==> src/mips_pkg.sv <==
`default_nettype none

package mips_pkg;

    localparam int word_width     = 32;
    localparam int reg_addr_width = 5;
    localparam int mem_addr_width = 6;
    localparam int mem_depth      = 64;
    localparam int target_width   = 26;   // j instruction index field

    // major opcodes, instr[31:26]
    typedef enum logic [5:0] {
        r_type = 6'h00,
        j      = 6'h02,
        beq    = 6'h04,
        addi   = 6'h08,
        ori    = 6'h0d,
        lw     = 6'h23,
        sw     = 6'h2b
    } opcode_t;

    // r-type function field, instr[5:0]
    typedef enum logic [5:0] {
        f_add = 6'h20,
        f_sub = 6'h22,
        f_and = 6'h24,
        f_or  = 6'h25
    } funct_t;

    // alu_default gives a zero result
    typedef enum logic [2:0] {
        alu_default,
        alu_add,
        alu_sub,
        alu_and,
        alu_or
    } alu_op_t;

endpackage

`default_nettype wire

==> src/reg_file.sv <==
`default_nettype none

module reg_file (
    input  wire                                clk,
    input  wire                                reset,
    input  wire [mips_pkg::reg_addr_width-1:0] rs_addr,
    input  wire [mips_pkg::reg_addr_width-1:0] rt_addr,
    output logic [mips_pkg::word_width-1:0]    rs_data,
    output logic [mips_pkg::word_width-1:0]    rt_data,
    input  wire                                wb_en,
    input  wire [mips_pkg::reg_addr_width-1:0] wb_reg,
    input  wire [mips_pkg::word_width-1:0]     wb_data,
    input  wire [mips_pkg::reg_addr_width-1:0] dbg_reg_addr,
    output logic [mips_pkg::word_width-1:0]    dbg_reg_data
);
    import mips_pkg::*;

    logic [word_width-1:0] regs [32];

    // r0 is hardwired and a same-cycle write is forwarded
    function automatic logic [word_width-1:0] read_port(input logic [reg_addr_width-1:0] addr);
        if (addr == '0)
            return '0;
        else if (wb_en && wb_reg == addr)
            return wb_data;
        else
            return regs[addr];
    endfunction

    always_comb begin
        rs_data      = read_port(rs_addr);
        rt_data      = read_port(rt_addr);
        dbg_reg_data = read_port(dbg_reg_addr);
    end

    always_ff @(posedge clk) begin
        if (reset) begin
            for (int i = 0; i < 32; i++)
                regs[i] <= '0;
        end else if (wb_en && wb_reg != '0) begin
            regs[wb_reg] <= wb_data;
        end
    end

endmodule

`default_nettype wire

==> config.mk <==
export PLATFORM = sky130hd
export DESIGN_NAME = reg_file
export DESIGN_NICKNAME = d
export VERILOG_FILES = /design/src/mips_pkg.sv /design/src/reg_file.sv
export SDC_FILE = /design/constraint.sdc
export NUM_CORES = 2
export LEC_CHECK = 0
export BUFFER_PORTS_ARGS = -buffer_cell sky130_fd_sc_hd__buf_4
export CORE_MARGIN = 3
export CORE_UTILIZATION = 45
export DETAILED_ROUTE_END_ITERATION = 10
export REMOVE_ABC_BUFFERS = 1
export SYNTH_ARGS = -nofsm -noshare
export SYNTH_HDL_FRONTEND = slang
export SYNTH_SLANG_ARGS = --single-unit
==> constraint.sdc <==
create_clock -name clk -period 2.8 [get_ports clk]
set_input_delay 0.14 -clock clk [delete_from_list [all_inputs] [get_ports clk]]
set_output_delay 0.14 -clock clk [all_outputs]
set_load 0.1 [all_outputs]
Yosys cells after proc, flatten, opt, wreduce, memory -nomap -nowiden
Memory sizes are Yosys's and may differ from the RTL's.
Cells that the tools add are included.
W data, S select, Z words.
{"block": "word_totals", "ff_bits": 0, "latchBits": 0, "ram_bits": 1024, "rom_bits": 0, "out_inout_bits": 96, "elab_cells": 27, "memories": 1}
{"name": "regs", "depth": 32, "width": 32, "rd": 3, "rd_clocked_by_memory_dff": 0, "write_ports": 32, "line": "reg_file.sv:18", "rtl": "logic [word_width-1:0] regs [32];"}
{"block": "classes", "add_sub_neg": 0, "multipliers": 0, "div": 0, "magnitude_cmp": 0, "n_eq_ne": 3, "n_shift": 0, "mux": 14, "bitwise_logic": 0, "n_reduce_logical": 9}
{"cell": "$mux W32", "count": 7}
{"cell": "$reduce_or A32 Y1", "count": 1}
{"cell": "$eq A5 B5 Y1", "count": 3}
{"cell": "$logic_not A5 Y1", "count": 3}
{"cell": "$mux W1", "count": 6}
{"cell": "$mux W5", "count": 1}
{"cell": "$reduce_bool A5 Y1", "count": 1}
{"cell": "$logic_and A1 B1 Y1", "count": 4}

Longest topological paths before layout
{"block": "logic_depth", "depth_word": 7, "ltp_mapped": 10, "depth_no_buf": 5}

Worst setup path before layout
Ideal clock, no wire load.
{"block": "synth_path", "path_type": "input -> output", "startpoint": "in rt_addr[0] (netlist name)", "endpoint": "out rt_data[31] (netlist name)", "arrival_time_ps": 3120, "required_ps": 2660, "slack_ps": -460, "cell_stages": 10, "path_cell_list": "buf_6 buf_6 buf_12 buf_8 buf_6 mux2i_1 a22oi_1 o211ai_1 a211o_1 a31oi_1"}
{"block": "synth_via", "elab_chain_cells": 4, "word_cells_on_any_way": 6, "cone_classes": "eq/ne (1); mux (2); reduce/logical (2); memory (1)"}
{"element": "from (decl)", "line": "reg_file.sv:7", "rtl": "input wire [mips_pkg::reg_addr_width-1:0] rt_addr,"}
{"element": "parallel branches: the longest is 3 deep, another holds $mem_v2 Z32 W32"}
{"element": "$mux W32 (*)", "line": "reg_file.sv:22", "rtl": "if (addr == '0)"}
{"element": "to (decl)", "line": "reg_file.sv:9", "rtl": "output logic [mips_pkg::word_width-1:0] rt_data,"}
Every way passes the cells marked *.

==> reports/metrics.cfg <==
[run_status]
status = finished with violations
violations = negative setup slack

[routing]
wirelength_um = 271000
drt_pre_antenna_iters = 8
vias_per_cell = 7.03
antenna_left = 0
vias = 47800
drtIter0Drc = 7817
drc = 0
routedWlPerCell_um = 39.9

[finish]
finalNetCount = 4866
fin_util = 0.534
final_cell_area_um2 = 74800
reg_top3 = regs: 1024 flops
stdcell_count = 6794
area_growth_pct = 17.2
drive_gt1_frac = 0.311
fillers = 11600
top_register = regs
largest_reg_flops = 1024

[grt]
antenna_found_initial = 17
grt_first_pass_wirelength_um = 371000
grt_usage = 0.365
grt_overflow = 0
grt_max_degree = 41
grt_pass1_vias = 45800

[placed_design]
postPlaceCellArea_um2 = 69600
post-dp-hpwl_um = 168000
gp_congestion = 0.909
portBuffers = 150
dp_cells = 6514
dp_slack_ps = -63.5

[synthesis]
synth.most_common_cell = edfxtp_1
synth.area.mux_share = 0.279
synth_top_family_by_area = multiplexers
synthCells = 4609
synth_top_area_share = 0.482
synth_common_cells = edfxtp_1 (1024), and2_1 (997), mux4_2 (565)
syn_avg_cell_area_um2 = 13.8
netlist_area_um2 = 63800
yosys.area_share.simple = 0.122
synthTopCellsByArea = edfxtp_1 (48%), mux4_2 (20%), and2_1 (9.8%)
ys_ff_latch = 1024
synth_cell_type_count = 55
synth_edf_count = 1024
yosysSeqAreaShare = 0.482
synth_xor_area_frac = 0.00206
yosys_warnings = 0
synth-compound-area-share = 0.0763
synth_fa_ha_area_frac = 0
synth_top_cell_by_area = edfxtp_1
synthArstFlopShare = 0
synthFlopType = edfxtp_1

[clock_network]
cts_sinks = 1024
cts_htree_levels = 3
root_buffer = clkbuf_16
cts_tree = built
cts_buffer_depth = 3
cts_buffers = 117
cts.clk_slew.worst_paths_ps = 60

[timing]
setup_ws_ps = -182
min_period_ps = 2980
max_freq_mhz = 335
finalSetupViolCount = 11
rsz0062_at_grt = yes
finalCritPeriodShare = 1.06
slew_violations = 0
worst_hold_slack_ps = 304
fin_tns_setup_ps = -555
maxSlewHeadroom = 0.156
tightest_slew_ps = 1260
hold_viol = 0

[power_and_ir_drop]
ir_worst_vdd_v = 0.000535
p_per_area_nw_per_um2 = 575
leakage_nw = 26.8
power_mw = 43.0

[job]
cap_violations = 0

[setup_path]
cp.arrival_ps = 2840
crit_fanout = 2
critPathLaunchType = flip-flop
crit_type = flip-flop to output port
cp_data_required_time_ps = 2660
endpoint_kind = output port

[floorplan]
num_rows = 137
ios = 151
die_area_um2 = 146000
die_w_um = 383
die_y_um = 383
core_area_um2 = 140000
initial_core_util = 0.455

[min_path]
min_path_type = primary input to flip-flop

[cell type report]
type / count / area, um2 / share of cell area
Antenna cell: 9 / 22.5 / 0.000301
Clock buffer: 143 / 3050 / 0.0407
Clock inverter: 74 / 713 / 0.00953
Inverter: 1 / 3.75 / 0.0000502
Multi-Input combinational cell: 3090 / 31700 / 0.424
Sequential cell: 1024 / 30700 / 0.411
Tap cell: 1876 / 2350 / 0.0314
Timing Repair Buffer: 577 / 6190 / 0.0828
[final timing paths]
path	endpoint	startpoint	slack, ps	cells past startpoint
worst min-delay path	regs[0][23]$_SDFFCE_PN0P_	reset	300	2
worst max-delay path	dbg_reg_data[30]	regs[2][30]$_SDFFCE_PN0P_	-180	5
[critical path, stage by stage, from the launching register on]
cell and delay, ps:
edfxtp_1 400, mux4_2 500, a211o_1 340, a221o_1 280, a32o_2 350, buf_12 190
[cell usage in the layout (no fill, tap or decap), drive strengths merged, types with 9 or more instances in the layout]
cell / n
a2111oi: 11
a211o: 19
a211oi: 48
a21oi: 84
a221o: 11
a221oi: 11
a22o: 13
a22oi: 179
a32o: 32
and2: 998
buf: 542
bufinv: 11
clkbuf: 145
clkinv: 52
conb: 32
diode: 9
dlygate4sd3: 33
edfxtp: 1024
mux2: 18
mux2i: 490
mux4: 565
nand2: 120
nand3: 22
nor2: 74
nor2b: 17
nor3: 11
o211ai: 25
o21ai: 63
o221a: 38
o221ai: 57
o22ai: 31
o32ai: 10
or2: 32
xnor2: 11
[kinds of logic (layout without fill, tap and decap cells)]
kind of cell           after synthesis  after routing
AND/OR/NAND/NOR                   1321           1321
multiplexers                      1073           1073
flip-flops                        1024           1024
AO/OA/AOI/OAI                      649            649
buffers and inverters              526            795
XOR/XNOR                            15             15
other                                1             41
[where the power goes]
part,switching [mW],internal [mW]
combinational,5.72,3.45
sequential,0.649,17.7
clock,6.75,8.74
total,13.1,29.9
[metal layers]
metal | vias to the layer above | GRT usage | part of all wire | wire, um
met5 | - | 0 | 0.00025 | 69
met2 | 3976 | 0.540 | 0.44 | 118000
met3 | 848 | 0.107 | 0.14 | 36900
met1 | 24400 | 0.484 | 0.36 | 98600
li1 | 18500 | - | - | -
met4 | 8 | 0.199 | 0.063 | 17000
[repair_timing]
item | in CTS | in global routing
buffers inserted | 16 | 6
hold endpoints to repair | 993 | 0
hold buffers | 33 | 0
resized for setup | 156 | 70
pin swaps | 31 | 20
setup endpoints to repair | 52 | 57
Power figures use the tool's default switching activity.
