$ cat src/mips_pkg.sv
`default_nettype none

package mips_pkg;

    localparam int word_width     = 32;
    localparam int reg_addr_width = 5;
    localparam int mem_addr_width = 6;
    localparam int mem_depth      = 64;
    localparam int target_width   = 26;   // j instruction index field

    // major opcodes, instr[31:26]
    typedef enum logic [5:0] {
        r_type = 6'h00,
        j      = 6'h02,
        beq    = 6'h04,
        addi   = 6'h08,
        ori    = 6'h0d,
        lw     = 6'h23,
        sw     = 6'h2b
    } opcode_t;

    // r-type function field, instr[5:0]
    typedef enum logic [5:0] {
        f_add = 6'h20,
        f_sub = 6'h22,
        f_and = 6'h24,
        f_or  = 6'h25
    } funct_t;

    // alu_default gives a zero result
    typedef enum logic [2:0] {
        alu_default,
        alu_add,
        alu_sub,
        alu_and,
        alu_or
    } alu_op_t;

endpackage

`default_nettype wire

$ cat src/pipe_if.sv
`default_nettype none

// fetch -> decode bundle, flush runs backwards
interface fetch_decode_if;
    import mips_pkg::*;

    logic                  valid;
    logic [word_width-1:0] pc;
    logic [word_width-1:0] instr;
    logic                  flush;

    modport fetch  (output valid, pc, instr, input flush);
    modport decode (input valid, pc, instr, output flush);
endinterface


`default_nettype wire

$ cat src/fetch_stage.sv
`default_nettype none

module fetch_stage (
    input  wire                                clk,
    input  wire                                reset,
    input  wire                                run,
    input  wire                                imem_we,
    input  wire [mips_pkg::mem_addr_width-1:0] imem_addr,
    input  wire [mips_pkg::word_width-1:0]     imem_data,
    input  wire                                redirect,
    input  wire [mips_pkg::word_width-1:0]     redirect_pc,
    fetch_decode_if.fetch                      fd
);
    import mips_pkg::*;

    logic [word_width-1:0] imem [mem_depth];
    logic [word_width-1:0] pc;
    logic [word_width-1:0] fetch_word;

    assign fetch_word = imem[pc[mem_addr_width+1:2]];   // word addressed async read

    // program load port is used while run is low
    always_ff @(posedge clk) begin
        if (imem_we)
            imem[imem_addr] <= imem_data;
    end

    always_ff @(posedge clk) begin
        if (reset) begin
            pc       <= '0;
            fd.valid <= 1'b0;
        end else begin
            if (redirect)
                pc <= redirect_pc;          // taken beq or j
            else if (run)
                pc <= pc + 32'd4;
            fd.valid <= run && !fd.flush;   // wrong-path fetch is dropped
        end
    end

    // payload is qualified by fd.valid
    always_ff @(posedge clk) begin
        fd.pc    <= pc;
        fd.instr <= fetch_word;
    end

endmodule

`default_nettype wire

$ cat src/flat_wrapper.sv
// flat-port wrapper written by rule: the top's interface ports become plain ports
module fetch_stage_flat import mips_pkg::*;
  (clk, reset, run, imem_we, imem_addr, imem_data, redirect, redirect_pc, fd_valid, fd_pc, fd_instr, fd_flush);
  fetch_decode_if fd_i ();
  input  wire clk;
  input  wire reset;
  input  wire run;
  input  wire imem_we;
  input  wire [mips_pkg::mem_addr_width-1:0] imem_addr;
  input  wire [mips_pkg::word_width-1:0] imem_data;
  input  wire redirect;
  input  wire [mips_pkg::word_width-1:0] redirect_pc;
  output wire logic [$bits(fd_i.valid)-1:0] fd_valid;
  output wire logic [$bits(fd_i.pc)-1:0] fd_pc;
  output wire logic [$bits(fd_i.instr)-1:0] fd_instr;
  input wire logic [$bits(fd_i.flush)-1:0] fd_flush;
  assign fd_valid = fd_i.valid;
  assign fd_pc = fd_i.pc;
  assign fd_instr = fd_i.instr;
  assign fd_i.flush = fd_flush;
  fetch_stage u_core (.clk(clk), .reset(reset), .run(run), .imem_we(imem_we), .imem_addr(imem_addr), .imem_data(imem_data), .redirect(redirect), .redirect_pc(redirect_pc), .fd(fd_i));
endmodule
$ cat config.mk
export PLATFORM = sky130hd
export DESIGN_NAME = fetch_stage_flat
export DESIGN_NICKNAME = d
export VERILOG_FILES = /design/src/mips_pkg.sv /design/src/pipe_if.sv /design/src/fetch_stage.sv /design/src/flat_wrapper.sv
export SDC_FILE = /design/constraint.sdc
export NUM_CORES = 2
export LEC_CHECK = 0
export BUFFER_PORTS_ARGS = -buffer_cell sky130_fd_sc_hd__buf_2
export CAP_MARGIN = 15
export CORE_MARGIN = 2
export CORE_UTILIZATION = 55
export DETAILED_ROUTE_END_ITERATION = 10
export PLACE_DENSITY_LB_ADDON = 0.15
export SKIP_LAST_GASP = 1
export SYNTH_ARGS = -nofsm -noshare
export SYNTH_HDL_FRONTEND = slang
export SYNTH_SLANG_ARGS = --single-unit
$ cat constraint.sdc
create_clock -name clk -period 3.2 [get_ports clk]
set_input_delay 0.16 -clock clk [delete_from_list [all_inputs] [get_ports clk]]
set_output_delay 0.16 -clock clk [all_outputs]
set_load 0.02 [all_outputs]
# After elaboration in Yosys (flattened, before gate mapping)
# Memories as Yosys holds them, arrays and structs flattened. A register that Yosys moved wholly into a read port is not among the register bits.
# Index checks and enable logic that the tools add are counted.
[totals]
romBits = 0
ff_bits = 65
output_inout_bits = 65
in_bits = 76
latchBits = 0
n_memories = 1
ramBits = 2048
wordCells = 12
[classes]
n_eq_ne = 0
mux = 4
n_reduce_logical = 3
magnitude_cmp = 0
n_div = 0
multipliers = 0
n_shift = 0
bitwise = 0
n_addsub = 1
[memory_table]
columns = ["memory", "depth", "word_bits", "read_ports", "rd_clocked_by_memory_dff", "wr", "line", "text"]
rows = [
  ["u_core.imem", 64, 32, 1, 1, 1, "fetch_stage.sv:16", "logic [word_width-1:0] imem [mem_depth];"],
]
[ops]
columns = ["op", "n"]
rows = [
  ["32-bit 2-to-1 mux", 2],
  ["32-bit by 3-bit adder with 32-bit output, second input constant", 1],
  ["1-bit 2-to-1 mux", 2],
  ["2-bit nonzero test", 1],
  ["1-bit logical AND", 1],
  ["1-bit logical NOT", 1],
]

# Logic depth before layout (Yosys ltp)
[logic_depth]
depth_word = 3
ltp_mapped = 11
mapped_depth_nobuf = 6

# Least setup slack after synthesis
# OpenSTA, ideal clock, no wires.
[synth_timing]
kind = "input to register"
from = "input imem_addr[3] (netlist name)"
to = "memory u_core.imem[48][0] (enable)"
cell_stages = 4
arrival_time_ns = 2.890
required_time_ns = 2.739
setup_ns = 0.461
n_path_buf = 1
setup_slack_ns = -0.151
cell_sequence = "clkbuf_1 > nor2b_1 > nand4b_1 > nor3_1"
[synth_rtl]
columns = ["element", "line", "text"]
rows = [
  ["start, declared", "flat_wrapper.sv:9", "input wire [mips_pkg::mem_addr_width-1:0] imem_addr;"],
  ["end, declared", "fetch_stage.sv:16", ""],
]
# Straight into the memory's write port.

# Worst setup path after layout
[layout_timing]
from = "register u_core.pc[3]"
to = "register u_core.pc[6]"
[layout_between]
elab_chain_cells = 3
[layout_rtl]
columns = ["element", "line", "text"]
rows = [
  ["start, declared", "fetch_stage.sv:17", "logic [word_width-1:0] pc;"],
  ["start signal, assigned", "fetch_stage.sv:34", "pc <= redirect_pc;"],
  ["start signal, assigned", "fetch_stage.sv:36", "pc <= pc + 32'd4;"],
  ["32-bit by 3-bit adder with 32-bit output", "fetch_stage.sv:36", ""],
  ["32-bit 2-to-1 mux", "fetch_stage.sv:35", "else if (run)"],
  ["32-bit 2-to-1 mux", "fetch_stage.sv:33", "if (redirect)"],
]
# Every way passes these cells. The select of a mux whose other input is x is not followed.
# A chain may end at the register's enable or synchronous reset.

==> run metrics <==
total die area=150000 µm²; Via Count=40500; CP startpoint kind=flip-flop; top_reg_cell synth=edfxtp_1; Slew @ Worst Pin=1.17 ns; fmax=0.335 GHz; commonest non-fill, non-tap cell in the layout=edfxtp_1; crit path DAT=3.70 ns; outcome=complete, no violations; setup_tns=0 ns; Port Buffers=140; Max FO, Critical Path=15; Seq. cell area=63500 µm²; routability cong.=0.803; slack of the worst reg-to-reg path=0.22 ns; DRT Wirelength=203000 µm; class of the worst hold path=in2reg; H-tree depth=4; ys async rst share=0%; Area contributors post-synth=edfxtp_1 (76%), mux4_2 (13%), dfxtp_1 (2.4%); vias per cell=6.46; Bufs on Longest Clock Path=3; Seq/Total Area, Yosys=78.3%; min cycle time layout=2.98 ns; Critical R2R Launch=u_core.pc[3]$_SDFFE_PP0N_; GRT Util Overall=27.2%; CTS tree=done; crit share post-route=93.3%; commonest non-fill, non-tap cells in the layout=edfxtp_1 (2048), mux4_2 (469), clkbuf_16 (213); antenna viol nets, final=0; synth warn=0; Syn Area/Cell=22.0 µm²; max_cap viols=0; Critical Path RT=3.91 ns; cell taking the most area after synthesis=edfxtp_1; Synth Cell Area=81000 µm²; Layout fillers=9605; Skew-Pair Late Insertion Delay=0.83 ns; first-pass GRT wire length=291000 µm; First DRT Iteration DRCs=4659; dpl ws=0.298 ns; number of global-route vias before repair=40500; number of synthesized register bits=2145; Leakage=29.4 nW; Initial Util=55.5%; EDFF count, synth=2048; Pre-Repair DR Iteration Count=5; multi-input combinational cell area=17000 µm²; Mapped Cells=3679; Area Overhead vs Synth=16.0%; Die Ht=388 µm; power density cells=622 nW/µm²; drt wl/cell=32.4 µm; worst r2r path cells=9; Final WS setup=0.215 ns; Crit Path Category=reg2reg; pin count of the biggest net entering global routing=98; Worst Setup SP=u_core.pc[3]$_SDFFE_PP0N_; syn nets=3756; CP Capture Point=u_core.pc[6]$_SDFFE_PP0N_; # IOs=141; final setup fails=0; Crit Reg-Reg Endpoint=u_core.pc[6]$_SDFFE_PP0N_; grt ovf=0; Post-route DRC=0; worst rel slew slack=22.2%; VDD IR max=0.495 mV; Unique masters post-synth=54; Clock transition at path regs=0.06 ns; clk_skew=0.0291 ns; area share of the leading cell type in the synthesized netlist=75.9%; Pins Over Slew Limit=0; total CTS buffers=210; dpl hpwl=113000 µm; # rows=140; area of the core=146000 µm²; initial antenna violation count=11; Worst setup EP type=flip-flop; share of layout cells above drive strength 1=29.0%; final hold viol count=0; Final Net Count=4253; die width=388 µm; CTS root buffer=clkbuf_16; clk sink count=2145; RSZ-0062 raised after global routing=false
[sequential cells by signal (all words and copies together), names as in the netlist]
signal and count:
u_core.fd.instr 32, u_core.fd.pc 32, u_core.fd.valid 1, u_core.imem 2048, u_core.pc 32
[power breakdown]
part,internal [W],switching (W),total [W]
Clock,0.0133,0.0102,0.0235
Combinational,0.00152,0.00216,0.00368
Sequential,0.0310,0.000205,0.0312
Total,0.0459,0.0125,0.0584
[critical path, cell delays in order, from the launching register on]
cell and delay, ns:
dfxtp_4 0.65, buf_12 0.23, ha_1 0.17, and4_1 0.29
xnor2_1 0.14, nor2_1 0.05, a21oi_1 0.14, dlygate4sd3_1 0.58
nor2_1 0.04, dlygate4sd3_1 0.58
[final cells by class]
type | instances | area share (%)
clock inverters | 127 | 1.05
diodes | 1 | 0.00266
inverters | 5 | 0.0200
well taps | 1917 | 2.55
clock buffers | 261 | 5.93
flip-flops and latches | 2145 | 67.5
repair buffers | 485 | 4.81
multi-input cells | 1329 | 18.1
[cells in the mapped netlist, drive strengths merged (4+ instances only)]
library cell	number
edfxtp	2048
mux4	469
buf	125
nor2	116
a22oi	115
dfxtp	97
mux2i	90
clkbuf	75
nand2	75
a211oi	55
o22ai	45
mux2	34
a22o	29
nor2b	27
nor3	26
a21oi	22
nand3	22
a221o	19
o21ai	19
xnor2	17
nor4	16
o221ai	16
and3	15
a2111oi	13
nand2b	12
a221oi	10
nand4	10
a311oi	8
and2	8
xor2	7
nand3b	6
and4	4
inv	4
or4	4
[worst min path at each step]
stage | endpoint | startpoint | slack, ns | cells after the start
floorplan | u_core.pc[27]$_SDFFE_PP0N_ | reset | 0.24 | 1
global placement | u_core.fd.valid$_SDFF_PP0_ | fd_flush | 0.32 | 2
detailed placement | u_core.fd.valid$_SDFF_PP0_ | fd_flush | 0.33 | 2
CTS | u_core.imem[60][9]$_DFFE_PP_ | imem_data[9] | 0.02 | 1
global route | u_core.imem[60][9]$_DFFE_PP_ | imem_data[9] | 0.06 | 1
finish | u_core.imem[47][9]$_DFFE_PP_ | imem_data[9] | 0.05 | 1
[per-layer routing]
metal | routed length (µm) | vias up | global-route usage [%]
met3 | 15800 | 274 | 4.37
met2 | 99600 | 1885 | 43.6
met1 | 82300 | 21700 | 39.3
met5 | 104 | - | 0
li1 | - | 16600 | -
met4 | 5060 | 16 | 7.57
[cells by family after synthesis]
kind of cell	Yosys count	share of synthesized area, %
flip-flops	2145	78.3
multiplexers	593	14.6
AO/OA/AOI/OAI	359	3.31
AND/OR/NAND/NOR	352	2.12
buffers and inverters	205	1.39
XOR/XNOR	24	0.259
adder cells (fa/ha/maj)	1	0.0154
[metrics by stage]
stage | util (%) | instance area (µm²) | instances | total power (W) | hold slack [ns]
2_1_floorplan | - | 81100 | 3679 | 0.0337 | 0.236
3_3_place_gp | 58.9 | 86000 | 5760 | 0.0353 | 0.322
3_5_place_dp | 59.0 | 86000 | 5761 | 0.0354 | 0.331
4_1_cts | 64.0 | 93400 | 6229 | 0.0587 | 0.0158
5_1_grt | 64.4 | 94000 | 6270 | 0.0601 | 0.0639
6_report | 64.4 | 94000 | 6270 | 0.0584 | 0.0466
[what timing repair did]
action	CTS	global route
hold buffers	80	18
setup buffers	0	4
setup endpoints to repair	0	3
hold endpoints to repair	137	752
resized for setup	0	3
Note: power is estimated with default switching activity, not from simulation.
