[config.mk]
export PLATFORM = sky130hd
export DESIGN_NAME = decode_stage_flat
export DESIGN_NICKNAME = d
export VERILOG_FILES = /design/src/mips_pkg.sv /design/src/pipe_if.sv /design/src/decode_stage.sv /design/src/flat_wrapper.sv
export SDC_FILE = /design/constraint.sdc
export NUM_CORES = 1
export LEC_CHECK = 0
export BUFFER_PORTS_ARGS = -buffer_cell sky130_fd_sc_hd__buf_2
export CAP_MARGIN = 20
export CORE_AREA = 2 2 121 123
export DETAILED_ROUTE_END_ITERATION = 12
export DIE_AREA = 0 0 123 125
export PLACE_DENSITY = 0.6
export SYNTH_ARGS = -nofsm -noshare
export SYNTH_HDL_FRONTEND = slang
export SYNTH_SLANG_ARGS = --single-unit
[constraint.sdc]
create_clock -name clk -period 1.2 [get_ports clk]
set_clock_uncertainty 0.2 [all_clocks]
set_input_delay 0.24 -clock clk [delete_from_list [all_inputs] [get_ports clk]]
set_output_delay 0.24 -clock clk [all_outputs]
set_load 0.01 [all_outputs]
[src/mips_pkg.sv]
`default_nettype none

package mips_pkg;

    localparam int word_width     = 32;
    localparam int reg_addr_width = 5;
    localparam int mem_addr_width = 6;
    localparam int mem_depth      = 64;
    localparam int target_width   = 26;   // j instruction index field

    // major opcodes, instr[31:26]
    typedef enum logic [5:0] {
        r_type = 6'h00,
        j      = 6'h02,
        beq    = 6'h04,
        addi   = 6'h08,
        ori    = 6'h0d,
        lw     = 6'h23,
        sw     = 6'h2b
    } opcode_t;

    // r-type function field, instr[5:0]
    typedef enum logic [5:0] {
        f_add = 6'h20,
        f_sub = 6'h22,
        f_and = 6'h24,
        f_or  = 6'h25
    } funct_t;

    // alu_default gives a zero result
    typedef enum logic [2:0] {
        alu_default,
        alu_add,
        alu_sub,
        alu_and,
        alu_or
    } alu_op_t;

endpackage

`default_nettype wire

[src/pipe_if.sv]
`default_nettype none

// fetch -> decode bundle, flush runs backwards
interface fetch_decode_if;
    import mips_pkg::*;

    logic                  valid;
    logic [word_width-1:0] pc;
    logic [word_width-1:0] instr;
    logic                  flush;

    modport fetch  (output valid, pc, instr, input flush);
    modport decode (input valid, pc, instr, output flush);
endinterface

// registered decode output
interface decode_execute_if;
    import mips_pkg::*;

    logic                      valid;
    logic [word_width-1:0]     pc;
    logic [word_width-1:0]     operand_a;
    logic [word_width-1:0]     operand_b_reg;
    logic [word_width-1:0]     immediate;
    logic [target_width-1:0]   jump_target;
    logic [reg_addr_width-1:0] write_reg;
    logic                      alu_src;
    logic                      mem_to_reg;
    logic                      reg_write;
    logic                      mem_read;
    logic                      mem_write;
    logic                      branch;
    logic                      jump;
    alu_op_t                   alu_op;

    modport decode (output valid, pc, operand_a, operand_b_reg, immediate, jump_target,
                    write_reg, alu_src, mem_to_reg, reg_write, mem_read, mem_write,
                    branch, jump, alu_op);
    modport execute (input valid, pc, operand_a, operand_b_reg, immediate, jump_target,
                     write_reg, alu_src, mem_to_reg, reg_write, mem_read, mem_write,
                     branch, jump, alu_op);
endinterface

`default_nettype wire

[src/decode_stage.sv]
`default_nettype none

module decode_stage (
    input  wire                                 clk,
    input  wire                                 reset,
    fetch_decode_if.decode                      fd,
    decode_execute_if.decode                    de,
    input  wire                                 redirect,
    output logic [mips_pkg::reg_addr_width-1:0] rs_addr,
    output logic [mips_pkg::reg_addr_width-1:0] rt_addr,
    input  wire [mips_pkg::word_width-1:0]      rs_data,
    input  wire [mips_pkg::word_width-1:0]      rt_data
);
    import mips_pkg::*;

    opcode_t                   opcode;
    funct_t                    funct;
    logic [15:0]               imm16;
    logic [reg_addr_width-1:0] rd_addr;

    logic    reg_dst;
    logic    alu_src;
    logic    mem_to_reg;
    logic    reg_write;
    logic    mem_read;
    logic    mem_write;
    logic    branch;
    logic    jump;
    alu_op_t alu_op;

    logic [word_width-1:0]     immediate;
    logic [reg_addr_width-1:0] write_reg;

    assign opcode  = opcode_t'(fd.instr[31:26]);
    assign funct   = funct_t'(fd.instr[5:0]);
    assign rs_addr = fd.instr[25:21];
    assign rt_addr = fd.instr[20:16];
    assign rd_addr = fd.instr[15:11];
    assign imm16   = fd.instr[15:0];

    assign fd.flush = redirect;   // wrong path in fetch register

    // control table, anything unlisted retires as a no-op
    always_comb begin
        reg_dst    = 1'b0;
        alu_src    = 1'b0;
        mem_to_reg = 1'b0;
        reg_write  = 1'b0;
        mem_read   = 1'b0;
        mem_write  = 1'b0;
        branch     = 1'b0;
        jump       = 1'b0;
        alu_op     = alu_default;
        case (opcode)
            r_type: begin
                reg_dst   = 1'b1;   // rd
                reg_write = 1'b1;
                case (funct)
                    f_add:   alu_op = alu_add;
                    f_sub:   alu_op = alu_sub;
                    f_and:   alu_op = alu_and;
                    f_or:    alu_op = alu_or;
                    default: alu_op = alu_default;   // unknown funct writes zero
                endcase
            end
            addi: begin
                alu_src   = 1'b1;
                reg_write = 1'b1;
                alu_op    = alu_add;
            end
            ori: begin
                alu_src   = 1'b1;
                reg_write = 1'b1;
                alu_op    = alu_or;
            end
            beq: begin
                branch = 1'b1;
                alu_op = alu_sub;   // compare by subtraction
            end
            j: jump = 1'b1;
            lw: begin
                alu_src    = 1'b1;
                mem_to_reg = 1'b1;
                reg_write  = 1'b1;
                mem_read   = 1'b1;
                alu_op     = alu_add;   // address calc
            end
            sw: begin
                alu_src   = 1'b1;
                mem_write = 1'b1;
                alu_op    = alu_add;
            end
            default: ;
        endcase
    end

    assign immediate = (opcode == ori) ? {16'h0000, imm16}
                                       : {{16{imm16[15]}}, imm16};
    assign write_reg = reg_dst ? rd_addr : rt_addr;

    always_ff @(posedge clk) begin
        if (reset) begin
            de.valid      <= 1'b0;
            de.alu_src    <= 1'b0;
            de.mem_to_reg <= 1'b0;
            de.reg_write  <= 1'b0;
            de.mem_read   <= 1'b0;
            de.mem_write  <= 1'b0;
            de.branch     <= 1'b0;
            de.jump       <= 1'b0;
            de.alu_op     <= alu_default;
        end else begin
            de.valid      <= fd.valid && !redirect;   // squash on redirect
            de.alu_src    <= alu_src;
            de.mem_to_reg <= mem_to_reg;
            de.reg_write  <= reg_write;
            de.mem_read   <= mem_read;
            de.mem_write  <= mem_write;
            de.branch     <= branch;
            de.jump       <= jump;
            de.alu_op     <= alu_op;
        end
    end

    always_ff @(posedge clk) begin
        de.pc            <= fd.pc;
        de.operand_a     <= rs_data;
        de.operand_b_reg <= rt_data;
        de.immediate     <= immediate;
        de.jump_target   <= fd.instr[target_width-1:0];
        de.write_reg     <= write_reg;
    end

endmodule

`default_nettype wire

[src/flat_wrapper.sv]
// flat-port wrapper written by rule: the top's interface ports become plain ports
module decode_stage_flat import mips_pkg::*;
  (clk, reset, redirect, rs_addr, rt_addr, rs_data, rt_data, fd_valid, fd_pc, fd_instr, fd_flush, de_valid, de_pc, de_operand_a, de_operand_b_reg, de_immediate, de_jump_target, de_write_reg, de_alu_src, de_mem_to_reg, de_reg_write, de_mem_read, de_mem_write, de_branch, de_jump, de_alu_op);
  fetch_decode_if fd_i ();
  decode_execute_if de_i ();
  input  wire clk;
  input  wire reset;
  input  wire redirect;
  output logic [mips_pkg::reg_addr_width-1:0] rs_addr;
  output logic [mips_pkg::reg_addr_width-1:0] rt_addr;
  input  wire [mips_pkg::word_width-1:0] rs_data;
  input  wire [mips_pkg::word_width-1:0] rt_data;
  input wire logic [$bits(fd_i.valid)-1:0] fd_valid;
  input wire logic [$bits(fd_i.pc)-1:0] fd_pc;
  input wire logic [$bits(fd_i.instr)-1:0] fd_instr;
  output wire logic [$bits(fd_i.flush)-1:0] fd_flush;
  output wire logic [$bits(de_i.valid)-1:0] de_valid;
  output wire logic [$bits(de_i.pc)-1:0] de_pc;
  output wire logic [$bits(de_i.operand_a)-1:0] de_operand_a;
  output wire logic [$bits(de_i.operand_b_reg)-1:0] de_operand_b_reg;
  output wire logic [$bits(de_i.immediate)-1:0] de_immediate;
  output wire logic [$bits(de_i.jump_target)-1:0] de_jump_target;
  output wire logic [$bits(de_i.write_reg)-1:0] de_write_reg;
  output wire logic [$bits(de_i.alu_src)-1:0] de_alu_src;
  output wire logic [$bits(de_i.mem_to_reg)-1:0] de_mem_to_reg;
  output wire logic [$bits(de_i.reg_write)-1:0] de_reg_write;
  output wire logic [$bits(de_i.mem_read)-1:0] de_mem_read;
  output wire logic [$bits(de_i.mem_write)-1:0] de_mem_write;
  output wire logic [$bits(de_i.branch)-1:0] de_branch;
  output wire logic [$bits(de_i.jump)-1:0] de_jump;
  output wire logic [$bits(de_i.alu_op)-1:0] de_alu_op;
  assign fd_i.valid = fd_valid;
  assign fd_i.pc = fd_pc;
  assign fd_i.instr = fd_instr;
  assign fd_flush = fd_i.flush;
  assign de_valid = de_i.valid;
  assign de_pc = de_i.pc;
  assign de_operand_a = de_i.operand_a;
  assign de_operand_b_reg = de_i.operand_b_reg;
  assign de_immediate = de_i.immediate;
  assign de_jump_target = de_i.jump_target;
  assign de_write_reg = de_i.write_reg;
  assign de_alu_src = de_i.alu_src;
  assign de_mem_to_reg = de_i.mem_to_reg;
  assign de_reg_write = de_i.reg_write;
  assign de_mem_read = de_i.mem_read;
  assign de_mem_write = de_i.mem_write;
  assign de_branch = de_i.branch;
  assign de_jump = de_i.jump;
  assign de_alu_op = de_i.alu_op;
  decode_stage u_core (.clk(clk), .reset(reset), .fd(fd_i), .de(de_i), .redirect(redirect), .rs_addr(rs_addr), .rt_addr(rt_addr), .rs_data(rs_data), .rt_data(rt_data));
endmodule
== Word level (Yosys, flattened, before mapping) ==
Index checks and enable logic that the tools add are counted.
Word-level totals
  flip-flop bits (word level): 154
  bits in latches: 0
  bits in writable memories: 0
  bits in read-only memories: 0
  input bits: 132
  word-level logic and storage cells: 41
  memories kept: 0
Operators by class
  add/sub/neg operators: 0
  multiply operators: 0
  div/mod/pow operators: 0
  $lt $le $gt $ge: 0
  eq/ne operators: 10
  shifts and indexed selects: 0
  muxes and demuxes: 10
  bitwise logic cells: 0
  reduce and logical (&&, ||, !) cells: 6
Operators by type and width (number)
  $eq 6x6->1 const B: 6
  $pmux 3 s4: 2
  $eq 6x4->1 const B: 2
  $reduce_or 4->1: 2
  $mux 1: 7
  $eq 6x2->1 const B: 1
  $eq 6x3->1 const B: 1
  $logic_not 6->1: 1
  $mux 5: 1
  $reduce_or 3->1: 1
  $logic_and 1x1->1: 1
  $logic_not 1->1: 1

== Depth between registers and ports, before layout ==
  word-level depth: 3
  depth in mapped cells: 4

== Worst setup path after synthesis ==
Ideal clock, no wire load.
  path kind: in2reg
  from: input port fd_instr[27]
  to: register u_core.de.write_reg[0] (netlist name)
  data arrival time: 0.996 ns
  required time: 0.879 ns
  path slack: -0.117 ns
  cell stages on the path: 3
  cell sequence: nor4_4 > nand2_4 > mux2_4
On the way
  cells in the longest elaborated chain, start to end: 3
Ends and longest elaborated chain
  start, declared: RTL line flat_wrapper.sv:15  | input wire logic [$bits(fd_i.instr)-1:0] fd_instr;
  $logic_not 6->1: RTL line decode_stage.sv:54  | case (opcode)
  $mux 1: RTL line decode_stage.sv:54
  $mux 5: RTL line decode_stage.sv:99  | assign write_reg = reg_dst ? rd_addr : rt_addr;
  named net u_core.write_reg[0]: RTL line decode_stage.sv:32  | logic [reg_addr_width-1:0] write_reg;
  end, declared: RTL line pipe_if.sv:37  | write_reg, alu_src, mem_to_reg, reg_write, mem_read, mem_write,
The timed path passes the listed nets, and every way through them passes these cells.
A chain may end at the register's enable or synchronous reset.

== Worst setup path in the final report ==
  from: register, netlist name u_core.de.immediate[16]
  to: output port de_immediate[24]
RTL lines
  end, declared: RTL line flat_wrapper.sv:21  | output wire logic [$bits(de_i.immediate)-1:0] de_immediate;
No word-level cell between the ends.

==> impl_results.md <==
* Combinational share of power at 0.119
* CP max FO at 16
* Commonest cells after routing, fill and taps aside: buf_2 (204), dlygate4sd3_1 (127), buf_6 (106)
* Post-CTS Setup Bufs at 0
* IO Pins at approximately 310
* Clock Power Share at 0.450
* Routed vias/inst at 3.83
* CORE AREA at about 0.014 mm2
* CP arrival at about 0.96 ns
* Switching pwr at ~2.7 mW
* Max Cap Viol at 0
* Max VDD drop at between 0.8 and 0.9 mV
* Die Wd at 123 um
* Met2 wire length at 7.09 mm
* Post-synth EDFFs at 0
* Synth top area share at 0.809
* Total GRT Usage at 0.159
* CP startpoint: u_core.de.immediate[16]$_SDFF_PP0_
* IO buf count at 312
* Initial Util at 0.240
* Status: finished, violations left
* Critical path cell sequence: buf_2
* Worst path slowest cell: dfxtp_4
* Clock transition at the registers of the reported paths at 0.06 ns
* Most common cell after layout, fill and taps aside: buf_2
* Mapped Cells at 225
* First-pass GRT wire length at 18.1 mm
* Relative slew slack at 0.794
* DR WL met3 at ~1.4 mm
* Fill count at about 1100
* # rows at 44
* Synth area leader: dfxtp_1
* Setup TNS at -16.07 ns
* Leak Pwr at 3.66 nW
* Routed WL per cell at ~15 um
* DR pass1 iterations at 4
* Slew @ Worst Pin at 0.307 ns
* Unique masters post-synth at 26
* CTS HTree Levels at 4
* Post-route setup slack at -0.204 ns
* Critical path endpoint category: primary output
* Synthesized flop and latch total at approximately 140
* Synthesized area per cell at 15.2 um2
* Largest net degree at the start of global routing at 17
* Total number of vias at around 3300
* Top post-synthesis cells by area: dfxtp_1 (81%), buf_4 (9.5%), mux2_4 (2.2%)
* Dpl hpwl at approximately 8 mm
* Levels on crit path at 1
* Grt ovf at 0
* Num CTS Buffers at 17
* Placer Congestion at between 0.7 and 0.8
* Switch share at 0.233
* DRT iter0 DRCs at 76
* Syn-to-layout area delta at 124%
* CTS Sinks at ~140
* Antenna Nets Post-Route at 0
* DR DRC count at 0
* Seq/Total Area, Yosys at 0.809
* Synth Warn # at 0
* Worst path bufs/invs at 1
* Int Pwr at between 8 and 9 mW
* Nets@finish at 786
* Finished Core Util at 0.540
* Multi-input gate area at between 300 and 400 um2
* Finish-stage setup viols at 170
* Kind of critical path: reg2out
* Achievable Freq at just over 700 MHz
* Vias in the first global route at approximately 3500
* Fraction of layout cells with a size suffix above 1 at 0.685
* Clk root buf: clkbuf_16
* Max Slew Vio Count at 0
* Period minus WS final at ~1.4 ns
* P per Cell Area at between 1500 and 2000 mW/mm2
* Share of synthesized flip-flops with an asynchronous set or reset at 0
* DRT met1 WL at between 4 and 5 mm
* Max layer used: met4
* Synthesized cell area at roughly 0.0034 mm2
* Critical path endpoint: de_immediate[24]
* Failing checks: negative hold slack, negative setup slack
* Critical path required time at 0.76 ns
* CP startpoint kind: flop
* Final Power at ~12 mW
* Initial antenna violation count at 1
* Seq. cell area at approximately 0.0029 mm2
* Hold Violations, Final at 7
* Die area at 0.0154 mm2
* Chip Height at around 130 um
* Post-Route WL at 13.2 mm
* CTS tree: done
* Max stage delay on crit path at roughly 0.4 ns
* RSZ-0062 raised after global routing: true
* Hold WC Path Type: in2reg
* Clock Tree Buf Depth at 2
* Period Utilization, post-route at 1.17
* Syn nets at 357
* Top delay family on crit path: flip-flops
* Seq pwr share at 0.431
* Hold WS at -0.0869 ns
* Dominant synthesized flop cell: dfxtp_1
synth_stat cells (2+ instances only):
| cell type | number |
|---|---|
| nand2b_1 | 2 |
| o21ai_1 | 2 |
| nor2_1 | 6 |
| nor4b_1 | 2 |
| buf_4 | 43 |
| nand2_1 | 2 |
| and2_1 | 3 |
| a21oi_1 | 2 |
| or3_1 | 2 |
| nand4_1 | 2 |
| nor4_1 | 2 |
| mux2_4 | 5 |
| dfxtp_1 | 138 |
| and3_2 | 2 |
logic make-up after synthesis:
group	count (synthesis)	share of synthesized area
flops	138	0.809
buf+inv	45	0.0967
simple gates	29	0.0579
compound gates	7	0.0121
mux	5	0.0220
xor+xnor	1	0.00256
tightest hold or removal path, delay by kind of cell:
kind	cells	cell delay, ns
simple gates	2	0.15
buf+inv	1	0.10
how the worst min path moves through the flow:
stage | startpoint | endpoint | slack [ns] | cells after the start
2_1_floorplan | fd_instr[0] | u_core.de.jump_target[0]$_DFF_P_ | 0.07 | 0
3_3_place_gp | fd_pc[7] | u_core.de.pc[7]$_DFF_P_ | 0.14 | 1
3_5_place_dp | rs_data[7] | u_core.de.operand_a[7]$_DFF_P_ | 0.14 | 1
4_1_cts | reset | u_core.de.mem_to_reg$_SDFF_PP0_ | -0.1 | 3
5_1_grt | reset | u_core.de.mem_write$_SDFF_PP0_ | -0.1 | 3
6_report | reset | u_core.de.mem_write$_SDFF_PP0_ | -0.09 | 3
final cells by class:
type	instances	area share
timing repair buffer	454	0.473
sequential	138	0.375
clock buffer	19	0.0565
multi-input combinational	42	0.0442
tap	184	0.0300
clock inverter	13	0.0204
inverter	1	0.000490
antenna	1	0.000326
metal layers:
| layer | GRT usage | up-vias |
|---|---|---|
| met5 | 0 | - |
| met4 | 0.0795 | 0 |
| met3 | 0.0639 | 38 |
| met2 | 0.298 | 187 |
| met1 | 0.143 | 1499 |
| li1 | - | 1543 |
through the flow:
step	std cells	instance area (um2)	worst slack (ns)
finish	852	7660	-0.204
global route	852	7660	-0.259
CTS	853	7350	-0.232
detailed placement	692	5000	-0.328
global placement	692	5000	-0.308
floorplan	225	3430	-0.117
power groups by stage:
stage               combinational [mW]  sequential [mW]  clock [mW]
floorplan                        0.199             5.11           0
detailed placement               0.821             4.99           0
global placement                 0.814             4.98           0
finish                            1.37             4.97        5.19
global route                      1.45             4.99        5.54
CTS                               1.27             4.93        5.31
timing repair:
item	4_1_cts	5_1_grt
hold endpoints to repair	138	4
pin swaps	0	3
hold buffers	129	2
gates resized for setup	120	87
endpoints found under the setup margin	170	175
Note: power is estimated with default switching activity, not from simulation.
